`src/design/pipe_ctrl_defines.svh`:
```
`ifndef PIPE_CTRL_DEFINES_SVH
`define PIPE_CTRL_DEFINES_SVH

// datapath widths
`define PC_W    32
`define INSTR_W 32

// one bit per register: pc, if/id, id/ex, ex/mem, mem/wb, writeback side
`define CTRL_W 6

// cycles a mul/div occupies execute
`define MUL_DIV_CYCLES 4

// rv32 major opcodes seen by the hazard logic
`define OP_LOAD  7'b0000011
`define OP_STORE 7'b0100011
`define OP_JAL   7'b1101111
`define OP_OP    7'b0110011 // funct7[0] set selects mul/div

`endif
```
`src/design/pipe_ctrl_pkg.sv`:
```
package pipe_ctrl_pkg;

  // r-type field split, other formats reuse the same bit positions
  typedef struct packed {
    logic [6:0] funct7;
    logic [4:0] rs2;
    logic [4:0] rs1;
    logic [2:0] funct3;
    logic [4:0] rd;
    logic [6:0] opcode;
  } instr_fields_t;

  // bit position of each register in the stall and flush vectors
  typedef enum logic [2:0] {
    PC     = 3'd0,
    IF_ID  = 3'd1,
    ID_EX  = 3'd2,
    EX_MEM = 3'd3,
    MEM_WB = 3'd4,
    WB     = 3'd5
  } stage_e;

endpackage

```
`src/design/pipe_ctrl_top.sv`:
```
`timescale 1ns/1ps
`include "pipe_ctrl_defines.svh"

module pipe_ctrl_top (
  input  logic                clk,
  input  logic                rst,
  output logic [`PC_W-1:0]    imem_addr_o,
  input  logic [`INSTR_W-1:0] imem_rdata_i,
  input  logic                imem_rvalid_i,
  input  logic                dmem_busy_i,
  input  logic                ifram_busy_i,
  input  logic                trap_flush_i,
  input  logic                trap_csr_i,
  output logic [`CTRL_W-1:0]  stall_o,
  output logic [`CTRL_W-1:0]  flush_o,
  output logic                retire_valid_o,
  output logic [`PC_W-1:0]    retire_pc_o,
  output logic [`INSTR_W-1:0] retire_instr_o
);

  pipe_ctrl_pkg::instr_fields_t id_instr;
  pipe_ctrl_pkg::instr_fields_t ex_instr;
  logic                         ex_valid;
  logic                         mem_is_ls;
  logic                         jump_valid;
  logic                         load_use_valid;
  logic                         mul_div_valid;

  stage_regs u_stage_regs (
    .clk            (clk),
    .rst            (rst),
    .stall_i        (stall_o),
    .flush_i        (flush_o),
    .imem_rdata_i   (imem_rdata_i),
    .imem_rvalid_i  (imem_rvalid_i),
    .imem_addr_o    (imem_addr_o),
    .id_instr_o     (id_instr),
    .ex_instr_o     (ex_instr),
    .ex_valid_o     (ex_valid),
    .jump_valid_o   (jump_valid),
    .mem_is_ls_o    (mem_is_ls),
    .retire_valid_o (retire_valid_o),
    .retire_pc_o    (retire_pc_o),
    .retire_instr_o (retire_instr_o)
  );

  load_use_detect u_load_use_detect (
    .id_instr_i       (id_instr),
    .ex_instr_i       (ex_instr),
    .ex_valid_i       (ex_valid),
    .load_use_valid_o (load_use_valid)
  );

  mul_div_sequencer u_mul_div_sequencer (
    .clk             (clk),
    .rst             (rst),
    .ex_instr_i      (ex_instr),
    .ex_valid_i      (ex_valid),
    .mul_div_valid_o (mul_div_valid)
  );

  // fetch valid doubles as the if ram data strobe
  pipeline_control u_pipeline_control (
    .rst              (rst),
    .ls_valid_i       (mem_is_ls),
    .if_rdata_valid_i (imem_rvalid_i),
    .ram_stall_mem_i  (dmem_busy_i),
    .ram_stall_if_i   (ifram_busy_i),
    .trap_flush_i     (trap_flush_i),
    .trap_stall_i     (trap_csr_i),
    .jump_valid_i     (jump_valid),
    .mul_div_valid_i  (mul_div_valid),
    .load_use_valid_i (load_use_valid),
    .stall_o          (stall_o),
    .flush_o          (flush_o)
  );

endmodule

```
`src/design/stage_regs.sv`:
```
`timescale 1ns/1ps
`include "pipe_ctrl_defines.svh"

module stage_regs (
  input  logic                         clk,
  input  logic                         rst,
  input  logic [`CTRL_W-1:0]           stall_i,
  input  logic [`CTRL_W-1:0]           flush_i,
  input  logic [`INSTR_W-1:0]          imem_rdata_i,
  input  logic                         imem_rvalid_i,
  output logic [`PC_W-1:0]             imem_addr_o,
  output pipe_ctrl_pkg::instr_fields_t id_instr_o,
  output pipe_ctrl_pkg::instr_fields_t ex_instr_o,
  output logic                         ex_valid_o,
  output logic                         jump_valid_o,
  output logic                         mem_is_ls_o,
  output logic                         retire_valid_o,
  output logic [`PC_W-1:0]             retire_pc_o,
  output logic [`INSTR_W-1:0]          retire_instr_o
);

  localparam int FIRST = pipe_ctrl_pkg::IF_ID;
  localparam int LAST  = pipe_ctrl_pkg::MEM_WB;

  logic [`PC_W-1:0] pc_q;
  logic [`PC_W-1:0] pc_next;

  // one slot per pipeline register, indexed by stage position
  logic [`PC_W-1:0]             st_pc    [FIRST:LAST];
  pipe_ctrl_pkg::instr_fields_t st_instr [FIRST:LAST];
  logic [LAST:FIRST]            st_valid;

  // what each register would load this edge
  logic [`PC_W-1:0]             in_pc    [FIRST:LAST];
  pipe_ctrl_pkg::instr_fields_t in_instr [FIRST:LAST];
  logic [LAST:FIRST]            in_valid;

  pipe_ctrl_pkg::instr_fields_t ex_f;
  pipe_ctrl_pkg::instr_fields_t mem_f;
  logic [20:0]                  j_imm;
  logic [`PC_W-1:0]             jump_target;

  always_comb begin
    in_pc[FIRST]    = pc_q;
    in_instr[FIRST] = pipe_ctrl_pkg::instr_fields_t'(imem_rdata_i);
    in_valid[FIRST] = imem_rvalid_i;
    for (int k = FIRST + 1; k <= LAST; k++) begin
      in_pc[k]    = st_pc[k-1];
      in_instr[k] = st_instr[k-1];
      in_valid[k] = st_valid[k-1];
    end
  end

  assign ex_f  = st_instr[pipe_ctrl_pkg::ID_EX];
  assign mem_f = st_instr[pipe_ctrl_pkg::EX_MEM];

  // j-type immediate reassembled from the r-type field split
  assign j_imm = {ex_f.funct7[6], ex_f.rs1, ex_f.funct3, ex_f.rs2[0],
                  ex_f.funct7[5:0], ex_f.rs2[4:1], 1'b0};
  assign jump_target = st_pc[pipe_ctrl_pkg::ID_EX] +
                       {{(`PC_W-21){j_imm[20]}}, j_imm};

  assign jump_valid_o = st_valid[pipe_ctrl_pkg::ID_EX] && (ex_f.opcode == `OP_JAL);

  // a dropped fetch keeps the pc so nothing is skipped
  always_comb begin
    if (jump_valid_o) begin
      pc_next = jump_target;
    end else if (imem_rvalid_i) begin
      pc_next = pc_q + `PC_W'(4);
    end else begin
      pc_next = pc_q;
    end
  end

  always_ff @(posedge clk) begin
    if (rst) begin
      pc_q <= '0;
    end else if (!stall_i[pipe_ctrl_pkg::PC]) begin
      pc_q <= pc_next;
    end
  end

  always_ff @(posedge clk) begin
    for (int k = FIRST; k <= LAST; k++) begin
      if (!stall_i[k]) begin
        st_pc[k]    <= in_pc[k];
        st_instr[k] <= in_instr[k];
      end
    end
  end

  // flush squashes valid even on a held stage (jump, trap)
  always_ff @(posedge clk) begin
    if (rst) begin
      st_valid <= '0;
    end else begin
      for (int k = FIRST; k <= LAST; k++) begin
        if (flush_i[k]) begin
          st_valid[k] <= 1'b0;
        end else if (!stall_i[k]) begin
          st_valid[k] <= in_valid[k];
        end
      end
    end
  end

  assign imem_addr_o = pc_q;
  assign id_instr_o  = st_instr[pipe_ctrl_pkg::IF_ID];
  assign ex_instr_o  = ex_f;
  assign ex_valid_o  = st_valid[pipe_ctrl_pkg::ID_EX];
  assign mem_is_ls_o = st_valid[pipe_ctrl_pkg::EX_MEM] &&
                       ((mem_f.opcode == `OP_LOAD) || (mem_f.opcode == `OP_STORE));

  // writeback side stall blocks retirement
  assign retire_valid_o = st_valid[LAST] && !stall_i[pipe_ctrl_pkg::WB];
  assign retire_pc_o    = st_pc[LAST];
  assign retire_instr_o = st_instr[LAST];

endmodule

```
`src/design/mul_div_sequencer.sv`:
```
`timescale 1ns/1ps
`include "pipe_ctrl_defines.svh"

// holds execute for the fixed mul/div latency, then releases for one cycle
module mul_div_sequencer (
  input  logic                         clk,
  input  logic                         rst,
  input  pipe_ctrl_pkg::instr_fields_t ex_instr_i,
  input  logic                         ex_valid_i,
  output logic                         mul_div_valid_o
);

  localparam int CNT_W = $clog2(`MUL_DIV_CYCLES + 1);
  localparam logic [CNT_W-1:0] last_cnt = CNT_W'(`MUL_DIV_CYCLES - 1);

  logic             is_mul_div;
  logic [CNT_W-1:0] cnt;
  logic             done; // release cycle, instruction leaves execute

  assign is_mul_div = ex_valid_i &&
                      (ex_instr_i.opcode == `OP_OP) &&
                      ex_instr_i.funct7[0];

  // high from the first cycle in execute, no extra registered delay
  assign mul_div_valid_o = is_mul_div && !done;

  always_ff @(posedge clk) begin
    if (rst) begin
      cnt  <= '0;
      done <= 1'b0;
    end else if (done) begin
      done <= 1'b0;
    end else if (is_mul_div) begin
      if (cnt == last_cnt) begin
        cnt  <= '0;
        done <= 1'b1;
      end else begin
        cnt <= cnt + 1'b1;
      end
    end else begin
      cnt <= '0; // squashed mid-count by a trap
    end
  end

endmodule

```
`src/design/load_use_detect.sv`:
```
`timescale 1ns/1ps
`include "pipe_ctrl_defines.svh"

// load in execute whose result the decode instruction reads next cycle
module load_use_detect (
  input  pipe_ctrl_pkg::instr_fields_t id_instr_i,
  input  pipe_ctrl_pkg::instr_fields_t ex_instr_i,
  input  logic                         ex_valid_i,
  output logic                         load_use_valid_o
);

  logic ex_is_load;
  logic rd_nonzero;
  logic rs1_hit;
  logic rs2_hit;

  assign ex_is_load = ex_valid_i && (ex_instr_i.opcode == `OP_LOAD);
  assign rd_nonzero = (ex_instr_i.rd != 5'd0); // x0 never creates a dependency

  // rs2 compared on every format, a false match only costs one bubble
  assign rs1_hit = (ex_instr_i.rd == id_instr_i.rs1);
  assign rs2_hit = (ex_instr_i.rd == id_instr_i.rs2);

  assign load_use_valid_o = ex_is_load && rd_nonzero && (rs1_hit || rs2_hit);

endmodule

```
`src/design/pipeline_control.sv`:
```
`timescale 1ns/1ps
`include "pipe_ctrl_defines.svh"

// later pipeline stages win over earlier ones
module pipeline_control (
  input  logic               rst,
  input  logic               ls_valid_i,       // load/store sitting in mem
  input  logic               if_rdata_valid_i, // fetch data valid this cycle
  input  logic               ram_stall_mem_i,  // data ram busy
  input  logic               ram_stall_if_i,   // instruction ram busy
  input  logic               trap_flush_i,
  input  logic               trap_stall_i,     // csr trap, freeze everything
  input  logic               jump_valid_i,     // from execute
  input  logic               mul_div_valid_i,  // from execute
  input  logic               load_use_valid_i, // from decode
  output logic [`CTRL_W-1:0] stall_o,
  output logic [`CTRL_W-1:0] flush_o
);

  localparam logic [`CTRL_W-1:0] one = 1;

  // single stage masks
  localparam logic [`CTRL_W-1:0] b_pc     = one << pipe_ctrl_pkg::PC;
  localparam logic [`CTRL_W-1:0] b_if_id  = one << pipe_ctrl_pkg::IF_ID;
  localparam logic [`CTRL_W-1:0] b_id_ex  = one << pipe_ctrl_pkg::ID_EX;
  localparam logic [`CTRL_W-1:0] b_ex_mem = one << pipe_ctrl_pkg::EX_MEM;
  localparam logic [`CTRL_W-1:0] b_mem_wb = one << pipe_ctrl_pkg::MEM_WB;
  localparam logic [`CTRL_W-1:0] b_wb     = one << pipe_ctrl_pkg::WB;

  localparam logic [`CTRL_W-1:0] front_four = b_pc | b_if_id | b_id_ex | b_ex_mem;
  localparam logic [`CTRL_W-1:0] mid_three  = b_if_id | b_id_ex | b_ex_mem;

  // memory side, hold up to ex/mem and bubble into mem/wb
  localparam logic [`CTRL_W-1:0] ram_mem_stall = front_four;
  localparam logic [`CTRL_W-1:0] ram_mem_flush = b_mem_wb;
  localparam logic [`CTRL_W-1:0] ram_if_stall  = front_four;
  localparam logic [`CTRL_W-1:0] ram_if_flush  = '0;

  localparam logic [`CTRL_W-1:0] trap_flush_stall = b_if_id;
  localparam logic [`CTRL_W-1:0] trap_flush_flush = mid_three;
  localparam logic [`CTRL_W-1:0] trap_csr_stall   = front_four | b_mem_wb | b_wb;
  localparam logic [`CTRL_W-1:0] trap_csr_flush   = mid_three;

  // redirect squashes the two wrong-path slots
  localparam logic [`CTRL_W-1:0] jump_stall = b_if_id;
  localparam logic [`CTRL_W-1:0] jump_flush = b_if_id | b_id_ex;

  localparam logic [`CTRL_W-1:0] mul_div_stall  = b_pc | b_if_id | b_id_ex;
  localparam logic [`CTRL_W-1:0] mul_div_flush  = b_ex_mem;
  localparam logic [`CTRL_W-1:0] load_use_stall = b_pc | b_if_id;
  localparam logic [`CTRL_W-1:0] load_use_flush = b_id_ex;

  // everything but the writeback side cleared in reset
  localparam logic [`CTRL_W-1:0] reset_flush = front_four | b_mem_wb;

  always_comb begin
    if (rst) begin
      stall_o = '0;
      flush_o = reset_flush;
    end else if (ls_valid_i && !if_rdata_valid_i) begin
      stall_o = ram_mem_stall; // mem access starves fetch
      flush_o = ram_mem_flush;
    end else if (ram_stall_mem_i) begin
      stall_o = ram_mem_stall;
      flush_o = ram_mem_flush;
    end else if (ram_stall_if_i) begin
      stall_o = ram_if_stall;
      flush_o = ram_if_flush;
    end else if (trap_flush_i) begin
      stall_o = trap_flush_stall;
      flush_o = trap_flush_flush;
    end else if (trap_stall_i) begin
      stall_o = trap_csr_stall;
      flush_o = trap_csr_flush;
    end else if (jump_valid_i) begin
      stall_o = jump_stall;
      flush_o = jump_flush;
    end else if (mul_div_valid_i) begin
      stall_o = mul_div_stall;
      flush_o = mul_div_flush;
    end else if (load_use_valid_i) begin
      stall_o = load_use_stall;
      flush_o = load_use_flush;
    end else begin
      stall_o = '0; // free running
      flush_o = '0;
    end
  end

endmodule

```
`config.mk`:
```
export PLATFORM = sky130hd
export DESIGN_NAME = pipe_ctrl_top
export DESIGN_NICKNAME = d
export VERILOG_FILES = /design/src/design/pipe_ctrl_pkg.sv /design/src/design/pipe_ctrl_top.sv /design/src/design/stage_regs.sv /design/src/design/mul_div_sequencer.sv /design/src/design/load_use_detect.sv /design/src/design/pipeline_control.sv
export VERILOG_INCLUDE_DIRS = /design/src /design/src/design
export SDC_FILE = /design/constraint.sdc
export NUM_CORES = 1
export LEC_CHECK = 0
export ABC_AREA = 1
export BUFFER_PORTS_ARGS = -buffer_cell sky130_fd_sc_hd__buf_2
export CAP_MARGIN = 25
export CORE_MARGIN = 3
export CORE_UTILIZATION = 30
export DETAILED_ROUTE_END_ITERATION = 16
export PLACE_DENSITY_LB_ADDON = 0.2
export SLEW_MARGIN = 30
export SYNTH_ARGS = -nofsm -noshare
export SYNTH_HDL_FRONTEND = slang
export SYNTH_HIERARCHICAL = 1
export SYNTH_SLANG_ARGS = --single-unit
```
`constraint.sdc`:
```
create_clock -name clk -period 3.5 [get_ports clk]
set_clock_uncertainty 0.1 [all_clocks]
set_input_delay 0.175 -clock clk [delete_from_list [all_inputs] [get_ports clk]]
set_output_delay 0.175 -clock clk [all_outputs]
set_load 0.01 [all_outputs]
```
==> results.md <==
- Yosys warning count: 6
- FMAX: approximately 0.34 GHz
- Register area: roughly 8500 µm²
- Flop2flop setup slack: 0.57 ns
- Area growth syn-to-layout: 19.07%
- Total congestion overflow: 0
- Max-slew headroom: 51.16%
- First-pass GRT wire length: 54390 µm
- Net Count, Synth: 1305
- Non-Filler Instances: 1997
- Post-CTS setup buffer count: 0
- Worst EP required: ~3.6 ns
- RSZ-0062 raised after global routing: no
- Placed Cells: roughly 1900
- Root Buffer: clkbuf_16
- PortBufs: 146
- Worst-path clk slew: about 0.060 ns
- Die Y: 215.9 µm
- Critical Path Start Type: flip-flop
- Synthesized instance count: between 1000 and 1500
- Worst slew pin tran: roughly 0.73 ns
- Clk buf depth: 3
- CP max-delay cell: inv_2
- Total of max-cap violations: 0
- Residual DRC: 0
- Crit path capture: u_stage_regs/st_pc[0][21]
- PD cells: about 570 nW/µm²
- Leak: 0.006405 µW
- I/O pins: 148
- Setup TNS Final: 0 ns
- GP Congestion: 0.8750
- Post-Syn Area: around 13000 µm²
- Fin crit share: 83.75%
- Worst-skew pair later-pin latency: 0.54 ns
- Crit. End Element: flip-flop
- Worst VDD drop: ~260 µV
- Crit path launch: u_stage_regs/st_instr[0][40]
- Multi-input gate area: 3659 µm²
- Die Area: 46600 µm²
- Count of pins over their slew limit: 0
- Fill count: 4307
- H-tree levels: 2
- Critical path type: flip-flop to flip-flop
- Count of final setup violators: 0
- Final Hold Viols: 0
- Worst Path Arrival: 3.04 ns
- Chip Width: 215.9 µm
- Critical-path cell list: nor2_1 > nand4_1 > nand3_1 > a21oi_2 > or2_1 > o21ai_1 > nand2_1 > inv_2 > buf_4
- Total CTS buffers: 34
- # rows: between 70 and 80
- Reg-to-Reg Start: u_stage_regs/st_instr[0][40]
- Total Routed Length: ~36000 µm
- CP max FO: 25
- Routed wire per std cell: about 18 µm
- CTS Sinks: 296
- Share of layout cells above drive strength 1: between 10% and 20%
- Antenna violations before repair: 0
- Drt pass-1 iters: 5
- Via density: 4.493
- Antenna cells: 0
- Pin count of the biggest net entering global routing: 50
- Iter 0 DRT Violations: 601
- Status: complete, no violations
- Total GRT Usage: 15.30%
- DP HPWL: 26710 µm
- Nets: ~1500
- Worst path max stage delay: 0.54 ns
- Mean Syn Cell Area: 10.72 µm²
- Worst reg2reg path depth: 9
- Hold WS: about 0.031 ns
- Hold Crit Class: primary input to flip-flop
- Final ANT Viol Nets: 0
- Vias: 8972
- Worst reg2reg endpoint: u_stage_regs/st_pc[0][21]
- Initial Utilization: a little under a third
- CTS tree: done
- Core footprint: 43270 µm²
- Number of global-route vias before repair: 8978
- Final Total Pwr: 9046 µW
- PostCTS Resize Cnt: 0
- Period minus WS final: 2.931 ns
[metal layers]
| layer | GRT usage [%] | vias up | part of all wire, % | routed length, µm |
|---|---|---|---|---|
| li1 | - | 4458 | - | - |
| met1 | 21.32 | 4238 | 46 | 16490 |
| met2 | 24.79 | 237 | 47 | 16690 |
| met3 | 2.816 | 39 | 5.5 | 1963 |
| met4 | 3.723 | 0 | 1.7 | 605 |
| met5 | 0 | - | 0 | 0 |
[cell type report]
type	count	share of cell area (%)
repair buffers	191	7.586
clock inverters	21	1.630
inverters	144	3.435
clock buffers	38	5.503
well taps	585	4.652
multi-input cells	722	23.25
flip-flops and latches	296	53.94
[registers in the layout (all words and copies together) (netlist names)]
| name | cells |
|---|---|
| u_stage_regs/st_instr | 128 |
| u_mul_div_sequencer/done | 1 |
| u_stage_regs/st_valid | 4 |
| u_stage_regs/imem_addr_o | 32 |
| u_stage_regs/st_pc | 128 |
| u_mul_div_sequencer/cnt | 3 |
[per-stage QoR]
step,instance area (µm²),utilization (%),setup WS [ns]
floorplan,13220,-,0.1223
global placement,14260,32.96,0.5585
detailed placement,14260,32.96,0.5431
CTS,15740,36.37,0.5218
global route,15740,36.37,0.3363
finish,15740,36.37,0.5686
[repair_timing]
action / in CTS / in global routing
endpoints found under the setup margin: 0 / 0
hold endpoints to repair: 35 / 0
hold buffers: 35 / 0
[worst max-delay path: cells and delay by family, from the launching register on]
| family | cells | cell delay (ns) |
|---|---|---|
| buffers and inverters | 2 | 0.92 |
| AO/OA/AOI/OAI | 2 | 0.19 |
| AND/OR/NAND/NOR | 5 | 0.89 |
| flip-flops | 1 | 0.47 |
[layout by cell type, fill, tap and decap left out, types with 4 or more instances in the layout]
cell type,count
nor3_1,19
nor3_2,4
inv_2,10
edfxtp_1,256
nor2_1,103
nand2_1,282
nand3_2,5
a211oi_1,4
ha_1,32
o21ai_1,12
nand3b_1,8
xor2_1,9
o21bai_1,5
nor4_1,5
nand2_2,4
xnor2_1,6
inv_1,134
bufinv_16,5
buf_2,146
or2_2,4
clkinv_1,7
clkbuf_16,34
buf_4,7
dfxtp_1,40
nor2_2,6
clkinv_2,4
nand4_1,9
nand3_1,68
a21oi_1,73
a31oi_1,7
o21ai_0,38
clkbuf_1,4
dlygate4sd3_1,35
[power by group]
group	internal, µW	leakage, µW	switching (µW)
sequential	4210	0.00290	191
clock	2160	0.000542	1420
combinational	363	0.00296	696
total	6740	0.00641	2310
[how the worst min path moves through the flow]
stage                                              end  depth (start not counted)              from
after floorplan               u_stage_regs/st_valid[3]                          1               rst
after global placement     u_stage_regs/st_instr[0][4]                          1   imem_rdata_i[4]
after detailed placement  u_stage_regs/st_instr[0][20]                          1  imem_rdata_i[20]
after CTS                     u_stage_regs/st_valid[3]                          6      trap_flush_i
after global routing      u_stage_regs/imem_addr_o[26]                          3               rst
final                      u_stage_regs/imem_addr_o[5]                          3               rst
No activity file was read; power rests on OpenSTA's default activity.
